<file path="src/common/d0Settings_settings.svh">
/*
 * Sound glue chip settings
 * Divider ratios, latch field widths and the work RAM base
 */
`ifndef D0_SETTINGS_SVH
`define D0_SETTINGS_SVH

// Bank register width on the main CPU side
`define D0_BANK_W 3

// Width of one of the two port outputs
`define D0_PORT_W 3

// 24 MHz positive ticks per 6 MHz enable
`define D0_DIV_6M 4

// 24 MHz positive ticks per 1HB enable
`define D0_DIV_1H 8

// Upper Z80 address bits [15:11] where work RAM begins, F800h
`define D0_RAM_BASE 5'b11111

`endif

</file>
<file path="src/common/clockPkg.sv">
/*
 * Clock enable types shared by the divider and the top level
 */
package clockPkg;

	// Single-cycle enables, all active high
	typedef struct packed {
		// 12 MHz rising phase
		logic ce12;
		// 12 MHz falling phase
		logic ce12N;
		// Main CPU clock rising phase
		logic ceCpuP;
		// Main CPU clock falling phase
		logic ceCpuN;
		// 6 MHz enable
		logic ce6;
		// 1HB enable
		logic ce1H;
	} clockEnables;

endpackage

</file>
<file path="src/common/busPkg.sv">
/*
 * Bus types for the sound CPU decoder and the host write latch
 */
`include "d0Settings_settings.svh"

package busPkg;

	// Z80 bus request as seen on the glue chip pins
	typedef struct packed {
		// Upper address bits, memory map decode
		logic [15:11] addrHi;
		// Lower address bits, I/O port decode
		logic [4:2]   addrLo;
		// Strobes, all active low
		logic         rd;
		logic         wr;
		logic         mreq;
		logic         iorq;
	} z80BusReq;

	// Chip selects toward the sound side, every line active low
	typedef struct packed {
		// Command latch read by the Z80
		logic cmdRead;
		// Reply latch write by the Z80
		logic replyWrite;
		// Command latch clear
		logic cmdClear;
		// Program ROM and memory strobes
		logic romCs;
		logic memRd;
		logic memWr;
		// FM chip
		logic fmCs;
		logic fmRd;
		logic fmWr;
		// Work RAM
		logic ramCs;
		// Interrupt request to the Z80
		logic nmi;
	} z80Selects;

	// Registers written by the main CPU
	typedef struct packed {
		logic [`D0_BANK_W-1:0] bank;
		logic [`D0_PORT_W-1:0] p1;
		logic [`D0_PORT_W-1:0] p2;
	} hostOutputs;

endpackage

</file>
<file path="src/logic/clockDivider.sv">
/*
 * Clock enable divider
 * Turns the 24 MHz enable pair into registered 12 MHz, CPU, 6 MHz and 1HB pulses
 */
`timescale 1ns/1ps
`include "d0Settings_settings.svh"

module clockDivider import clockPkg::*; (
	input  logic        CLK,
	input  logic        arstN,
	input  logic        ce24P,
	input  logic        ce24N,
	output clockEnables clocks
);

	// Counts 24 MHz positive phases, wraps every 8
	logic [2:0] tickCnt;
	// One bit wider so the wrap to zero is visible to the ratio checks
	logic [3:0] tickNext;
	// Set after a 12 MHz rising phase, cleared by the following ce24N
	logic       halfPending;
	// Ratio hits for the current ce24P
	logic       hit12;
	logic       hit6;
	logic       hit1H;

	assign tickNext = {1'b0, tickCnt} + 4'd1;

	// Every second tick, so the first one lands on the second ce24P
	assign hit12 = ~tickNext[0];

	// Slower enables on multiples of their ratio
	assign hit6  = (tickNext % 4'(`D0_DIV_6M)) == 4'd0;
	assign hit1H = (tickNext % 4'(`D0_DIV_1H)) == 4'd0;

	always_ff @(posedge CLK or negedge arstN) begin
		if (!arstN) begin
			tickCnt     <= '0;
			halfPending <= 1'b0;
			clocks      <= '0;
		end else begin
			// Pulses last a single CLK
			clocks <= '0;

			if (ce24P) begin
				tickCnt       <= tickNext[2:0];
				clocks.ce12   <= hit12;
				clocks.ceCpuP <= hit12;
				clocks.ce6    <= hit6;
				clocks.ce1H   <= hit1H;
				// Falling half of the 12 MHz period is now owed
				if (hit12) begin
					halfPending <= 1'b1;
				end
			end

			// Falling phase follows on the next 24 MHz negative enable
			if (ce24N && halfPending) begin
				clocks.ce12N  <= 1'b1;
				clocks.ceCpuN <= 1'b1;
				halfPending   <= 1'b0;
			end
		end
	end

endmodule

</file>
<file path="src/z80Decode/z80Decode.sv">
/*
 * Sound CPU bus decoder
 * Memory and I/O port chip selects plus the NMI request flag
 */
`timescale 1ns/1ps
`include "d0Settings_settings.svh"

module z80Decode import busPkg::*; (
	input  logic      CLK,
	input  logic      arstN,
	input  z80BusReq  bus,
	input  logic      cmdStrobe,
	output z80Selects selects
);

	// Cycle type
	logic       memCycle;
	logic       ioCycle;
	// Strobes turned active high
	logic       rdActive;
	logic       wrActive;
	// Address at or above the work RAM base
	logic       ramArea;
	// Port number, bit 4 of the low address is not decoded
	logic [1:0] port;
	// Active-high port hits
	logic       cmdReadHit;
	logic       cmdClearHit;
	logic       fmHit;
	logic       nmiEnSet;
	logic       replyHit;
	// NMI state
	logic       nmiEn;
	logic       cmdStrobeD;
	logic       cmdFall;
	logic       nmiPending;

	assign memCycle = ~bus.mreq;
	assign ioCycle  = ~bus.iorq;
	assign rdActive = ~bus.rd;
	assign wrActive = ~bus.wr;
	assign ramArea  = bus.addrHi >= 5'(`D0_RAM_BASE);
	assign port     = bus.addrLo[3:2];

	// Port 0 is the command latch, read or clear
	assign cmdReadHit  = ioCycle && (port == 2'd0) && rdActive;
	assign cmdClearHit = ioCycle && (port == 2'd0) && wrActive;
	// Port 1 is the FM chip, either direction
	assign fmHit       = ioCycle && (port == 2'd1);
	// Port 2 write arms the NMI
	assign nmiEnSet    = ioCycle && (port == 2'd2) && wrActive;
	// Port 3 write goes to the reply latch and disarms the NMI
	assign replyHit    = ioCycle && (port == 2'd3) && wrActive;

	// Falling edge of the main CPU command write
	assign cmdFall = cmdStrobeD & ~cmdStrobe;

	always_comb begin
		// Everything idle high outside a decoded cycle
		selects = '1;

		// Memory map, ROM below the RAM base
		if (memCycle) begin
			selects.romCs = ramArea;
			selects.ramCs = ~ramArea;
			selects.memRd = bus.rd;
			selects.memWr = bus.wr;
		end

		selects.cmdRead    = ~cmdReadHit;
		selects.cmdClear   = ~cmdClearHit;
		selects.replyWrite = ~replyHit;

		// FM strobes only while its port is addressed
		if (fmHit) begin
			selects.fmCs = 1'b0;
			selects.fmRd = bus.rd;
			selects.fmWr = bus.wr;
		end

		selects.nmi = ~nmiPending;
	end

	always_ff @(posedge CLK or negedge arstN) begin
		if (!arstN) begin
			nmiEn      <= 1'b0;
			cmdStrobeD <= 1'b1;
			nmiPending <= 1'b0;
		end else begin
			cmdStrobeD <= cmdStrobe;

			// Arm and disarm from the Z80 side
			if (nmiEnSet) begin
				nmiEn <= 1'b1;
			end else if (replyHit) begin
				nmiEn <= 1'b0;
			end

			// A new command wins over a read of the old one
			if (cmdFall && nmiEn) begin
				nmiPending <= 1'b1;
			end else if (cmdReadHit) begin
				nmiPending <= 1'b0;
			end
		end
	end

endmodule

</file>
<file path="src/logic/hostLatch.sv">
/*
 * Host write latch
 * Loads the bank or the two port registers on a main CPU write strobe fall
 */
`timescale 1ns/1ps
`include "d0Settings_settings.svh"

module hostLatch import busPkg::*; (
	input  logic       CLK,
	input  logic       arstN,
	input  logic       wrStrobe,
	input  logic       addrSel,
	input  logic [5:0] data,
	output hostOutputs outputs
);

	// Strobe level from the previous CLK
	logic       wrStrobeD;
	// Registered falling edge, one CLK after the strobe drops
	logic       fallSeen;
	// Bus values taken while the strobe falls
	logic       addrSelQ;
	logic [5:0] dataQ;

	always_ff @(posedge CLK or negedge arstN) begin
		if (!arstN) begin
			wrStrobeD <= 1'b1;
			fallSeen  <= 1'b0;
		end else begin
			wrStrobeD <= wrStrobe;
			fallSeen  <= wrStrobeD & ~wrStrobe;
		end
	end

	// Hold address and data next to the edge flag
	always_ff @(posedge CLK) begin
		if (wrStrobeD && !wrStrobe) begin
			addrSelQ <= addrSel;
			dataQ    <= data;
		end
	end

	always_ff @(posedge CLK or negedge arstN) begin
		if (!arstN) begin
			outputs <= '0;
		end else if (fallSeen) begin
			// A4 high selects the bank register
			if (addrSelQ) begin
				outputs.bank <= dataQ[`D0_BANK_W-1:0];
			end else begin
				// Low half to P1, high half to P2
				outputs.p1 <= dataQ[`D0_PORT_W-1:0];
				outputs.p2 <= dataQ[2*`D0_PORT_W-1:`D0_PORT_W];
			end
		end
	end

endmodule

</file>
<file path="src/logic/soundGlue.sv">
/*
 * Sound glue chip top level
 * Enable divider, Z80 decoder and host latch on one clock
 */
`timescale 1ns/1ps

module soundGlue import clockPkg::*, busPkg::*; (
	input  logic        CLK,
	input  logic        arstN,
	// 24 MHz enable pair from outside
	input  logic        ce24P,
	input  logic        ce24N,
	// Sound CPU bus
	input  z80BusReq    bus,
	// Main CPU command write, active low
	input  logic        cmdStrobe,
	// Main CPU register write
	input  logic        wrStrobe,
	input  logic        addrSel,
	input  logic [5:0]  data,
	// Divided enables
	output clockEnables clocks,
	// Sound side selects
	output z80Selects   selects,
	// Bank and port registers
	output hostOutputs  outputs
);

	// Divided single-cycle enables
	clockDivider clockDivider_inst (
		.CLK    (CLK),
		.arstN  (arstN),
		.ce24P  (ce24P),
		.ce24N  (ce24N),
		.clocks (clocks)
	);

	// Chip selects and NMI
	z80Decode z80Decode_inst (
		.CLK       (CLK),
		.arstN     (arstN),
		.bus       (bus),
		.cmdStrobe (cmdStrobe),
		.selects   (selects)
	);

	// Bank and port registers from the main side
	hostLatch hostLatch_inst (
		.CLK      (CLK),
		.arstN    (arstN),
		.wrStrobe (wrStrobe),
		.addrSel  (addrSel),
		.data     (data),
		.outputs  (outputs)
	);

endmodule

</file>
<file path="config.mk">
export PLATFORM = sky130hd
export DESIGN_NAME = soundGlue
export DESIGN_NICKNAME = d
export VERILOG_FILES = /design/src/common/clockPkg.sv /design/src/common/busPkg.sv /design/src/logic/clockDivider.sv /design/src/z80Decode/z80Decode.sv /design/src/logic/hostLatch.sv /design/src/logic/soundGlue.sv
export VERILOG_INCLUDE_DIRS = /design/src /design/src/common
export SDC_FILE = /design/constraint.sdc
export NUM_CORES = 1
export LEC_CHECK = 0
export BUFFER_PORTS_ARGS = -buffer_cell sky130_fd_sc_hd__buf_2
export CAP_MARGIN = 20
export CORE_MARGIN = 1
export CORE_UTILIZATION = 41
export DETAILED_ROUTE_END_ITERATION = 16
export GPL_TIMING_DRIVEN = 0
export PLACE_DENSITY_LB_ADDON = 0.15
export SLEW_MARGIN = 0
export SYNTH_ARGS = -nofsm -noshare
export SYNTH_HDL_FRONTEND = slang
export SYNTH_SLANG_ARGS = --single-unit
</file>
<file path="constraint.sdc">
create_clock -name CLK -period 1.42 [get_ports CLK]
set_clock_uncertainty 0.1 [all_clocks]
set_input_delay 0.071 -clock CLK [delete_from_list [all_inputs] [get_ports CLK]]
set_output_delay 0.071 -clock CLK [all_outputs]
set_load 0.005 [all_outputs]
</file>
Word level (Yosys, flattened, before mapping)
Cells that the tools add are included.
{"block": "op_classes", "order_cmp": 1, "n_bitwise": 14, "add_sub_neg": 1, "eq_ne": 4, "muxes": 13, "n_reduce_logical": 21}
{"operator": "1-bit NOT", "count": 12}
{"operator": "1-bit logical AND", "count": 11}
{"operator": "1-bit 2-to-1 mux", "count": 10}
{"operator": "4-bit logical NOT", "count": 2}
{"operator": "3-bit 2-to-1 mux", "count": 2}
{"operator": "2-bit AND reduction", "count": 3}
{"operator": "2-bit nonzero test", "count": 3}
{"operator": "5-bit greater-or-equal comparator, second input constant", "count": 1}
{"operator": "2-bit equality test, second input constant", "count": 2}
{"operator": "3-bit by 1-bit adder with 3-bit output, second input constant", "count": 1}
{"operator": "1-bit AND", "count": 2}
{"operator": "2-bit by 1-bit equality test with 1-bit output, second input constant", "count": 1}
{"operator": "2-bit logical NOT", "count": 1}
{"operator": "2-bit 2-to-1 mux", "count": 1}
{"operator": "2-bit inequality test, second input constant", "count": 1}
{"operator": "1-bit logical NOT", "count": 1}
{"block": "totals", "reg_bits": 29, "inputBits": 25, "output_inout_bits": 26}

Depth between registers and ports, before layout
Gate-level depths: netlist (run 1).
{"block": "logic_depth", "depth_word": 5, "mapped_depth": 3, "ltp_nobuf": 3}

Hierarchy
A second synthesis (run 1) with hierarchy kept.
{"block": "unflattened", "hier_cells": 76, "hier_area_um2": 1167.4}
{"module": "hostLatch", "seq_area_each_um2": 486.7, "instances": 1, "area_each_um2": 645.6, "cells_each": 31}
{"module": "clockDivider", "seq_area_each_um2": 200.2, "instances": 1, "area_each_um2": 320.3, "cells_each": 23}
{"module": "z80Decode", "seq_area_each_um2": 76.3, "instances": 1, "area_each_um2": 201.4, "cells_each": 22}

Worst setup path before layout (run 1)
No wires, ideal clock.
{"block": "synth_path", "path_kind": "register -> register", "start": "register hostLatch_inst.wrStrobeD", "end": "register hostLatch_inst.addrSelQ (enable)", "synth_period_minus_slack_ps": 1366, "setup_slack_ps": 54, "stages_incl_launch_ff": 2, "t_arrival_ps": 896, "setup_time_ps": 371, "cell_sequence": "dfstp_2 -> nor2b_1"}
{"block": "synth_via", "elab_chain_cells": 1}
{"element": "start: declaration", "line": "hostLatch.sv:18", "rtl": "logic wrStrobeD;"}
{"element": "start signal: assignment", "line": "hostLatch.sv:30", "rtl": "wrStrobeD <= wrStrobe;"}
{"element": "1-bit logical AND", "line": "hostLatch.sv:37", "rtl": "if (wrStrobeD && !wrStrobe) begin"}
{"element": "end signal: assignment", "line": "hostLatch.sv:38", "rtl": "addrSelQ <= addrSel;"}
{"element": "end: declaration", "line": "hostLatch.sv:22", "rtl": "logic addrSelQ;"}
Every way passes these cells.
A chain may end at the register's enable or synchronous reset.

Final worst setup path (run 1)
{"block": "layout_path", "start": "input port ce24P", "end": "register clockDivider_inst.halfPending"}
{"block": "layout_via", "elab_chain_cells": 2}
{"element": "start: declaration", "line": "soundGlue.sv:11", "rtl": "input logic ce24P,"}
{"element": "2-bit nonzero test (no line)"}
{"element": "2-bit AND reduction (no line)"}
{"element": "end signal: assignment", "line": "clockDivider.sv:39", "rtl": "halfPending <= 1'b0;"}
{"element": "end signal: assignment", "line": "clockDivider.sv:53", "rtl": "halfPending <= 1'b1;"}
{"element": "end signal: assignment", "line": "clockDivider.sv:61", "rtl": "halfPending <= 1'b0;"}
{"element": "end: declaration", "line": "clockDivider.sv:21", "rtl": "logic halfPending;"}
Every way passes these cells.

==> run_results.csv, run 1 <==
group,metric,value,unit
status,status,"finished, final reports clean",
synthesis,yosysSeqAreaShare,0.676,
hold_path,hold_class,"in -> async",
floorplan,fp-row-count,18,
clocking,htree_levels,2,
place,place_congestion,0.722,
sta,slew-limit-headroom,0.683,
synthesis,synth_top_family_by_area,"multiplexers",
clocking,cts-root-buf,"clkbuf_4",
clocking,cts_tree,"built",
layout,n_antenna_cell,0,
sta,fin_crit_sh,0.947,
synthesis,synthTopCellsByArea,"dfrtp_1, edfxtp_1, mux2_2",
setup_path,worstRegToRegCells,3,
synthesis,synth.area.mux_share,0.117,
synthesis,synth_xor_area_frac,0.0233,
layout,fin_area,0.00165,mm^2
routing,vias,817,
routing,wirelength,1930,um
clocking,path_clk_slew,0.09,ns
sta,finalHoldViolCount,0,
sta,setup_tns,0,ns
layout,drive_gt1_frac,0.510,
floorplan,coreArea,0.00254,mm^2
setup_path,cp.arrival,1.45,ns
global_routing,grt_max_degree,23,
synthesis,yosysUniqueCellTypes,23,
synthesis,synth-edff-count,7,
setup_path,cp-start-kind,"input pin",
setup_path,cp.required,1.52,ns
synthesis,ys_seq_elements,29,
sta,worst_slew_pin_slew,0.475,ns
synthesis,ys_warn_count,0,
routing,wire_per_inst,10.8,um
synthesis,syn_nets,103,
routing,ant_nets,0,
synthesis,synth_top_area_frac,0.443,
setup_path,path_class,"in -> reg",
synthesis,synth_ff_type,"dfrtp_1",
place,post_dp_cell_area,0.00141,mm^2
synthesis,async_reset_ff_frac,0.759,
clocking,cts_made_buffers,5,
layout,nFillCells,203,
synthesis,syn_inst,76,
sta,layout_min_cycle_time,1.35,ns
layout,area_growth,46.3,%
routing,dr.first_iter.drc_count,2,
synthesis,synth_most_common_cell,"dfrtp_1",
synthesis,yosysTopAreaCell,"dfrtp_1",
sta,max_freq,0.743,GHz
synthesis,postSynthAreaPerCell,14.9,um^2
synthesis,syn_area,0.00113,mm^2
routing,drc,0,
power_and_ir_drop,irDropWorstVdd,955,uV
power_and_ir_drop,pwr_density_cell,1330,mW/mm^2
synthesis,synthTopCellsByCount,"dfrtp_1, mux2_2, edfxtp_1, nand2_1",
setup_path,timing.rr.start,"clockDivider_inst.tickCnt[0]$_DFFE_PN0P_",
synthesis,synth_compound_area_frac,0.0210,
sta,rsz0062_at_grt,"false",
setup_path,cp_max_fo,5,
synthesis,synth-adder-area-share,0.0221,
global_routing,grt_usage,0.158,
sta,slew_viol_final,0,
flow_run,max_cap_viol_count,0,
clocking,cts.sinks,29,
place,dp_hpwl,1340,um
place,portBuffers,49,
floorplan,die_height,54.5,um
setup_path,ff2ff_setup_slack,0.08,ns
clocking,post-cts-setup-buffers,0,
global_routing,grt_overflow,0,
routing,via_per_inst,4.56,
power_and_ir_drop,leakagePower,0.780,nW
floorplan,dieWidth,54.5,um
setup_path,crit_path_end_kind,"register",
global_routing,antenna_found_initial,0,
clocking,clock_path_buffers,2,
synthesis,yosys.area_share.simple,0.117,
layout,final_nets,175,
routing,drt_pass1_iterations,4,
setup_path,regToRegEndpoint,"clockDivider_inst.halfPending$_DFFE_PN0P_",
global_routing,grt_pass1_vias,769,
global_routing,grt_first_pass_wirelength,3080,um
sta,hold_slack,0.136,ns
sta,setup_viol,0,
clocking,clk_latency,0.32,ns
floorplan,start_util,0.444,
floorplan,ios,51,
floorplan,die_area,0.00297,mm^2
-- placed cells by master (no fill, tap or decap), types with 3 or more instances in the layout --
| cell | count |
|---|---|
| clkbuf_4 | 5 |
| mux2_2 | 10 |
| edfxtp_1 | 7 |
| dfrtp_1 | 20 |
| nand2_1 | 6 |
| buf_2 | 49 |
| and2_1 | 3 |
| inv_1 | 3 |
| dlygate4sd3_1 | 16 |
-- worst max-delay path by stage --
stage,from,end,slack [ns],cells after the start
final,ce24P,clockDivider_inst.halfPending$_DFFE_PN0P_,0.07,5
after global routing,clockDivider_inst.tickCnt[0]$_DFFE_PN0P_,clockDivider_inst.halfPending$_DFFE_PN0P_,0.004,3
after CTS,clockDivider_inst.tickCnt[0]$_DFFE_PN0P_,clockDivider_inst.halfPending$_DFFE_PN0P_,0.07,3
after detailed placement,hostLatch_inst.wrStrobeD$_DFF_PN1_,hostLatch_inst.dataQ[2]$_DFFE_PP_,-0.08,1
after global placement,hostLatch_inst.wrStrobeD$_DFF_PN1_,hostLatch_inst.dataQ[4]$_DFFE_PP_,-0.1,1
after floorplan,hostLatch_inst.wrStrobeD$_DFF_PN1_,hostLatch_inst.addrSelQ$_DFFE_PP_,0.05,1
-- where the power goes --
part           internal [mW]  switching (mW)
Sequential              1.01          0.0868
Combinational          0.295           0.165
Clock                  0.366           0.269
Total                   1.67           0.520
-- flip-flops by register name, summed over array words and instances, names as in the netlist --
signal	cells
z80Decode_inst.nmiPending	1
clockDivider_inst.halfPending	1
hostLatch_inst.fallSeen	1
hostLatch_inst.wrStrobeD	1
hostLatch_inst.addrSelQ	1
z80Decode_inst.cmdStrobeD	1
clockDivider_inst.clocks	4
z80Decode_inst.nmiEn	1
hostLatch_inst.dataQ	6
clockDivider_inst.tickCnt	3
hostLatch_inst.outputs	9
-- worst max-delay path, cell delays in order --
cell           delay, ns
dlygate4sd3_1       0.53
buf_2               0.15
nand2_2             0.08
mux2i_1             0.06
dlygate4sd3_1       0.55
-- cell type report --
class,instances,area [um^2],share of cell area
plain buffers,2,15.0,0.00908
repair buffers,65,405,0.245
multi-input cells,42,345,0.209
flip-flops and latches,29,763,0.462
clock buffers,6,41.3,0.0250
clock inverters,2,33.8,0.0204
well taps,30,37.5,0.0227
inverters,3,11.3,0.00681
-- layer usage --
metal,GRT usage,part of all wire
met2,0.274,0.52
met5,0,0
met3,0.0611,0.062
met1,0.159,0.40
met4,0.0897,0.018
-- cell families after synthesis --
kind of cell             count (synthesis)
AO/OA/AOI/OAI                            2
XOR/XNOR                                 3
adder cells (fa/ha/maj)                  2
buffers and inverters                    5
flip-flops                              29
multiplexers                            12
AND/OR/NAND/NOR                         23
-- stage by stage --
| stage | cells | util | setup slack (ns) | power [mW] |
|---|---|---|---|---|
| 2_1_floorplan | 76 | - | 0.0537 | 1.34 |
| 3_3_place_gp | 155 | 0.555 | -0.0958 | 1.51 |
| 3_5_place_dp | 155 | 0.555 | -0.0776 | 1.53 |
| 4_1_cts | 179 | 0.648 | 0.0684 | 2.22 |
| 5_1_grt | 179 | 0.649 | 0.00354 | 2.35 |
| 6_report | 179 | 0.649 | 0.0748 | 2.19 |
-- what timing repair did --
item,in CTS,in global routing
endpoints found under the setup margin,7,1
hold endpoints to repair,44,0
hold buffers,16,0
pin swaps,0,0
resized for setup,1,1
(Power assumes the default switching activity.)
==> run 2, diff against run 1 <==
--- a/config.mk
+++ b/config.mk
@@ -9,7 +9,8 @@
 export BUFFER_PORTS_ARGS = -buffer_cell sky130_fd_sc_hd__buf_2
 export CAP_MARGIN = 20
 export CORE_MARGIN = 1
-export CORE_UTILIZATION = 41
+export CORE_UTILIZATION = 40
+export CTS_CLUSTER_SIZE = 14
 export DETAILED_ROUTE_END_ITERATION = 16
 export GPL_TIMING_DRIVEN = 0
 export PLACE_DENSITY_LB_ADDON = 0.15
==> run 2 against run 1 <==
Worst setup slack better by 0.0033 ns. Combinational power barely moved. Via count decreased by 2.0%. Worst hold slack got worse by 0.0022 ns. Power shrank 7.9%. Critical endpoint unchanged.
==> run_results.csv, run 2 (same netlist as run 1, synthesis figures left out) <==
group,metric,value,unit
routing,top_layer,"met3",
routing,ant_nets,0,
setup_path,cp.arrival,1.44,ns
layout,largestRegisters,"hostLatch_inst.outputs x9, hostLatch_inst.dataQ x6, clockDivider_inst.clocks x4",
place,place_congestion,0.664,
flow_run,max_cap_viol_count,0,
routing,drc,0,
clocking,htree_levels,2,
place,post_dp_cell_area,0.00141,mm^2
layout,largest-register,"hostLatch_inst.outputs",
global_routing,grt_first_pass_wirelength,3020,um
power_and_ir_drop,irDropWorstVdd,915,uV
sta,hold_slack,0.134,ns
layout,area_growth,44.0,%
hold_path,hold_class,"in -> async",
power_and_ir_drop,p_int,1.49,mW
layout,fin_area,0.00163,mm^2
floorplan,die_height,55.1,um
layout,n_antenna_cell,0,
power_and_ir_drop,clockPowerShare,0.228,
clocking,cts_tree,"built",
power_and_ir_drop,leakagePower,0.772,nW
clocking,cts.sinks,29,
global_routing,antenna_found_initial,0,
sta,layout_min_cycle_time,1.34,ns
setup_path,worst_path_most_repeated_cell,"dlygate4sd3_1",
sta,setup_viol,0,
setup_path,worst-path-buf-inv,3,
setup_path,path_class,"in -> reg",
global_routing,grt_overflow,0,
setup_path,path_delay_family,"buffers and inverters",
sta,rsz0062_at_grt,"false",
status,status,"finished, final reports clean",
floorplan,coreArea,0.00257,mm^2
sta,worst_slew_pin_slew,0.473,ns
routing,drt_pass1_iterations,2,
place,dp_hpwl,1410,um
global_routing,grt_usage,0.151,
floorplan,dieWidth,55.1,um
layout,drive_gt1_frac,0.510,
sta,max_freq,0.745,GHz
power_and_ir_drop,p_switching,0.526,mW
power_and_ir_drop,p_sw_frac,0.261,
layout,final_nets,175,
power_and_ir_drop,pwr_density_cell,1240,mW/mm^2
clocking,cts_made_buffers,5,
layout,largest_register_ffs,9,
setup_path,worst_path_largest_cell_delay,0.54,ns
floorplan,start_util,0.440,
layout,final_cell_mix,"buf_2, dfrtp_1, dlygate4sd3_1",
routing,met3_length,151,um
setup_path,path_cells,"dlygate4sd3_1, buf_2, nand2_1, mux2i_1, dlygate4sd3_1",
floorplan,fp-row-count,18,
clocking,clk_latency,0.32,ns
sta,finalHoldViolCount,0,
layout,layout_commonest_cell,"buf_2",
sta,slew-limit-headroom,0.684,
power_and_ir_drop,seqPwrFrac,0.545,
sta,slew_viol_final,0,
global_routing,grt_max_degree,23,
layout,nFillCells,217,
clocking,cts-root-buf,"clkbuf_4",
routing,met2WireLength,1040,um
routing,vias,801,
clocking,path_clk_slew,0.09,ns
place,portBuffers,49,
setup_path,cp-start-kind,"input pin",
layout,seq_area,763,um^2
setup_path,cp_max_fo,5,
setup_path,crit_slowest_cell,"dlygate4sd3_1",
routing,dr.first_iter.drc_count,1,
power_and_ir_drop,power,2.02,mW
setup_path,crit_path_end_kind,"register",
floorplan,die_area,0.00304,mm^2
layout,multiInputGateArea,343,um^2
clocking,clock_path_buffers,2,
global_routing,grt_pass1_vias,748,
power_and_ir_drop,power_frac_comb,0.227,
setup_path,cp.required,1.52,ns
routing,wirelength,2030,um
sta,fin_crit_sh,0.945,
routing,via_per_inst,4.47,
clocking,post-cts-setup-buffers,0,
routing,wire_per_inst,11.3,um
floorplan,ios,51,
routing,drt-met1-wl,833,um
run 2: changes by cell type in the layout (fill, tap and decap cells not counted), sizes merged:
cell	change
bufinv	-1
clkinv	+1
run 2: layout make-up:
cell class / instances / share of cell area
plain buffers: 2 / 0.00923
multi-input cells: 42 / 0.211
clock inverters: 2 / 0.00615
well taps: 30 / 0.0231
repair buffers: 65 / 0.249
clock buffers: 6 / 0.0254
flip-flops and latches: 29 / 0.469
inverters: 3 / 0.00692
run 2: power by group through the flow:
stage | Combinational, mW | Sequential [mW] | Clock, mW
after floorplan | 0.231 | 1.11 | 0
after detailed placement | 0.417 | 1.12 | 0
after global placement | 0.404 | 1.11 | 0
after CTS | 0.470 | 1.10 | 0.484
after global routing | 0.522 | 1.12 | 0.532
final | 0.458 | 1.10 | 0.461
run 2: through the flow:
stage          instances   util  worst slack (ns)  TNS, ns
4_1_cts              179  0.634            0.0739        0
6_report             179  0.634            0.0781        0
3_3_place_gp         155  0.550           -0.0932   -0.652
5_1_grt              179  0.634           0.00881        0
3_5_place_dp         155  0.550           -0.0985   -0.688
2_1_floorplan         76      -            0.0537        0
run 2: what timing repair did:
| item | 4_1_cts | 5_1_grt |
|---|---|---|
| resized for setup | 1 | 0 |
| endpoints found under the hold margin | 41 | 0 |
| endpoints found under the setup margin | 7 | 0 |
| hold buffers | 16 | 0 |
run 2: final timing paths:
check	depth (start not counted)	from	end	slack, ns
worst min-delay path	2	arstN	hostLatch_inst.outputs[4]$_DFFE_PN0P_	0.13
max in group asynchronous	2	arstN	hostLatch_inst.wrStrobeD$_DFF_PN1_	0.73
worst max register to register	3	clockDivider_inst.tickCnt[0]$_DFFE_PN0P_	clockDivider_inst.halfPending$_DFFE_PN0P_	0.09
min in group CLK	3	bus[10]	selects[1]	0.32
worst max-delay path	5	ce24P	clockDivider_inst.halfPending$_DFFE_PN0P_	0.08
worst min register to register	1	hostLatch_inst.dataQ[3]$_DFFE_PP_	hostLatch_inst.outputs[0]$_DFFE_PN0P_	0.38
run 2: worst reg2reg max path, delay by kind of cell, from the launching register on:
family                 cells  cell delay [ns]
buffers and inverters      1             0.54
flip-flops                 1             0.43
AND/OR/NAND/NOR            1             0.09
multiplexers               1             0.06
run 2: routing by layer:
metal	GRT usage	vias up
met5	0	-
met4	0.0375	0
met1	0.153	360
met2	0.267	38
met3	0.0820	0
li1	-	403
==> run 3, diff against run 2 <==
--- a/config.mk
+++ b/config.mk
@@ -6,6 +6,7 @@
 export SDC_FILE = /design/constraint.sdc
 export NUM_CORES = 1
 export LEC_CHECK = 0
+export ABC_AREA = 1
 export BUFFER_PORTS_ARGS = -buffer_cell sky130_fd_sc_hd__buf_2
 export CAP_MARGIN = 20
 export CORE_MARGIN = 1
==> run 3 against run 2 <==
The flow now finishes with violations (negative hold slack). Cell count is 22% higher. Utilization shrank 1.8 points. Die area grew 2.2%. Synthesized cell count rose by 50%. Flip-flop and latch count unchanged. Area after synthesis grew 2.3%. Register-to-register slack improved by 0.06 ns.
==> run_results.csv, run 3 <==
group,metric,value,unit
floorplan,die_area,0.00311,mm^2
synthesis,ys_seq_elements,29,
routing,drc,0,
layout,largest_register_ffs,9,
layout,drive_gt1_frac,0.362,
layout,final_cells,219,
clocking,path_clk_slew,0.09,ns
sta,hold_slack,-0.00522,ns
clocking,htree_levels,2,
layout,n_antenna_cell,0,
routing,wirelength,2180,um
layout,nFillCells,249,
power_and_ir_drop,leakagePower,0.909,nW
routing,dr.first_iter.drc_count,30,
clocking,cts_tree,"built",
power_and_ir_drop,p_switching,0.502,mW
global_routing,grt_max_degree,23,
layout,final_nets,214,
place,post_dp_cell_area,0.00144,mm^2
power_and_ir_drop,clockPowerShare,0.326,
power_and_ir_drop,p_sw_frac,0.240,
floorplan,ios,51,
sta,layout_min_cycle_time,1.38,ns
global_routing,grtUsageMet2,0.241,
synthesis,synth_top_area_frac,0.433,
setup_path,worst_path_most_repeated_cell,"dlygate4sd3_1",
layout,area_growth,46.9,%
layout,final_cell_mix,"buf_2, nand2_1, dfrtp_1",
sta,fin_crit_sh,0.973,
flow_run,max_cap_viol_count,0,
clocking,cts_made_buffers,5,
layout,largestRegisters,"hostLatch_inst.outputs x9, hostLatch_inst.dataQ x6, clockDivider_inst.clocks x4",
global_routing,grt_overflow,0,
status,status,"finished, violations left",
sta,rsz0062_at_grt,"false",
clocking,post-cts-setup-buffers,0,
clocking,clock_path_buffers,2,
setup_path,cp-start-kind,"input pin",
place,portBuffers,49,
clocking,cts-root-buf,"clkbuf_4",
setup_path,path_cells,"dlygate4sd3_1, buf_2, nand3_1, dlygate4sd3_1, o21ai_1",
place,place_inst,194,
synthesis,ys_warn_count,0,
setup_path,worst_path_largest_cell_delay,0.56,ns
power_and_ir_drop,power_frac_comb,0.175,
status,violations,"negative hold slack",
routing,drt_pass1_iterations,4,
routing,via_per_inst,4.48,
floorplan,start_util,0.419,
synthesis,yosysSeqAreaShare,0.660,
sta,slew_viol_final,0,
global_routing,grtUsageMet3,0.0814,
synthesis,yosysUniqueCellTypes,16,
power_and_ir_drop,seqPwrFrac,0.499,
place,place_congestion,0.746,
sta,finalHoldViolCount,1,
global_routing,grt_first_pass_wirelength,3510,um
synthesis,synth_ff_type,"dfrtp_1",
setup_path,crit_path_end_kind,"register",
synthesis,synthTopCellsByCount,"nand2_1, dfrtp_1, inv_1",
sta,worst_slew_pin_slew,0.485,ns
setup_path,path_class,"in -> reg",
floorplan,die_height,55.8,um
synthesis,async_reset_ff_frac,0.759,
synthesis,synth-edff-count,7,
synthesis,postSynthAreaPerCell,10.1,um^2
sta,max_freq,0.724,GHz
sta,slew-limit-headroom,0.676,
synthesis,syn_inst,114,
setup_path,cp.arrival,1.53,ns
synthesis,syn_nets,141,
clocking,clk_latency,0.31,ns
setup_path,crit_slowest_cell,"dlygate4sd3_1",
layout,layout_commonest_cell,"buf_2",
global_routing,busiest_layer,"met2",
global_routing,antenna_found_initial,0,
synthesis,syn_area,0.00116,mm^2
layout,fin_area,0.00170,mm^2
global_routing,gr-usage-met1,0.173,
synthesis,yosysTopAreaCell,"dfrtp_1",
routing,wire_per_inst,9.93,um
floorplan,fp-row-count,19,
place,dp_hpwl,1500,um
setup_path,cp.required,1.56,ns
routing,ant_nets,0,
global_routing,grt_pass1_vias,873,
floorplan,coreArea,0.00276,mm^2
floorplan,dieWidth,55.8,um
global_routing,grt_usage,0.151,
synthesis,synth_most_common_cell,"nand2_1",
synthesis,synthTopCellsByArea,"dfrtp_1, edfxtp_1, nand2_1",
power_and_ir_drop,p_int,1.59,mW
sta,setup_viol,0,
hold_path,hold_class,"in -> reg",
clocking,cts.sinks,29,
setup_path,cp_max_fo,4,
routing,vias,982,
power_and_ir_drop,pwr_density_cell,1230,mW/mm^2
layout,largest-register,"hostLatch_inst.outputs",
power_and_ir_drop,irDropWorstVdd,945,uV
==> run 3: changes by cell type in the layout (fill, tap and decap cells not counted), moves of 2 or more <==
cell,before,now
mux2_2,10,0
and2_1,3,0
clkinv_2,2,0
inv_2,0,3
nand4_1,0,2
mux2i_1,2,0
nand3_1,0,9
nand2_2,0,2
or2_2,2,0
nand2_1,7,33
inv_1,3,17
xnor2_1,2,0
o21ai_1,0,8
==> run 3: worst paths after layout <==
| kind | from | endpoint | slack [ns] | cells after the start |
|---|---|---|---|---|
| setup / recovery | bus[5] | z80Decode_inst.nmiEn$_DFFE_PN0P_ | 0.04 | 5 |
| hold / removal | bus[0] | z80Decode_inst.nmiEn$_DFFE_PN0P_ | -0.005 | 5 |
| setup reg to reg | hostLatch_inst.wrStrobeD$_DFF_PN1_ | hostLatch_inst.dataQ[4]$_DFFE_PP_ | 0.15 | 2 |
| hold reg to reg | hostLatch_inst.outputs[0]$_DFFE_PN0P_ | hostLatch_inst.outputs[0]$_DFFE_PN0P_ | 0.38 | 2 |
| max in group asynchronous | arstN | hostLatch_inst.wrStrobeD$_DFF_PN1_ | 0.72 | 2 |
| min in group asynchronous | arstN | clockDivider_inst.clocks[1]$_DFF_PN0_ | 0.14 | 2 |
==> run 3: cells by family after synthesis <==
logic type | Yosys count | share of synthesized area
buf+inv | 22 | 0.0779
fa+ha+maj | 2 | 0.0216
flops | 29 | 0.660
simple gates | 53 | 0.206
compound gates | 8 | 0.0346
==> run 3: cell type report <==
cell class	instances	area, um^2	share of cell area
buffer	2	15.0	0.00884
clock buffer	7	55.1	0.0324
clock inverter	1	30.0	0.0177
inverter	20	75.1	0.0442
multi-input combinational	63	305	0.180
sequential	29	763	0.450
tap	31	38.8	0.0228
timing repair buffer	66	415	0.245
==> run 3: repair_timing <==
action | CTS | global route
pin swaps | 0 | 1
resized for setup | 1 | 1
endpoints found under the setup margin | 7 | 1
endpoints found under the hold margin | 42 | 0
hold buffers | 18 | 0
==> run 3: critical path, delay by kind of cell <==
kind / cells / cell delay, ns
buffers and inverters: 3 / 1.25
AO/OA/AOI/OAI: 1 / 0.13
AND/OR/NAND/NOR: 1 / 0.08
==> run 3: layer usage <==
| layer | wire, um | share of wire |
|---|---|---|
| met1 | 920 | 0.42 |
| met2 | 1080 | 0.50 |
| met3 | 153 | 0.070 |
| met4 | 19 | 0.0087 |
| met5 | 0 | 0 |
==> run 3: metrics by stage <==
step | setup TNS, ns | setup WS, ns | utilization | power [mW]
6_report | 0 | 0.0388 | 0.616 | 2.09
5_1_grt | 0 | 0.0195 | 0.616 | 2.22
4_1_cts | 0 | 0.0187 | 0.619 | 2.12
3_5_place_dp | -0.175 | -0.0251 | 0.522 | 1.39
3_3_place_gp | -0.136 | -0.0196 | 0.522 | 1.38
2_1_floorplan | 0 | 0.0804 | - | 1.23
==> run 3: power by group through the flow <==
stage / clock, mW / sequential [mW] / combinational [mW]
global route: 0.736 / 1.06 / 0.422
floorplan: 0 / 1.06 / 0.176
global placement: 0 / 1.06 / 0.327
CTS: 0.701 / 1.04 / 0.373
finish: 0.681 / 1.04 / 0.366
detailed placement: 0 / 1.06 / 0.333
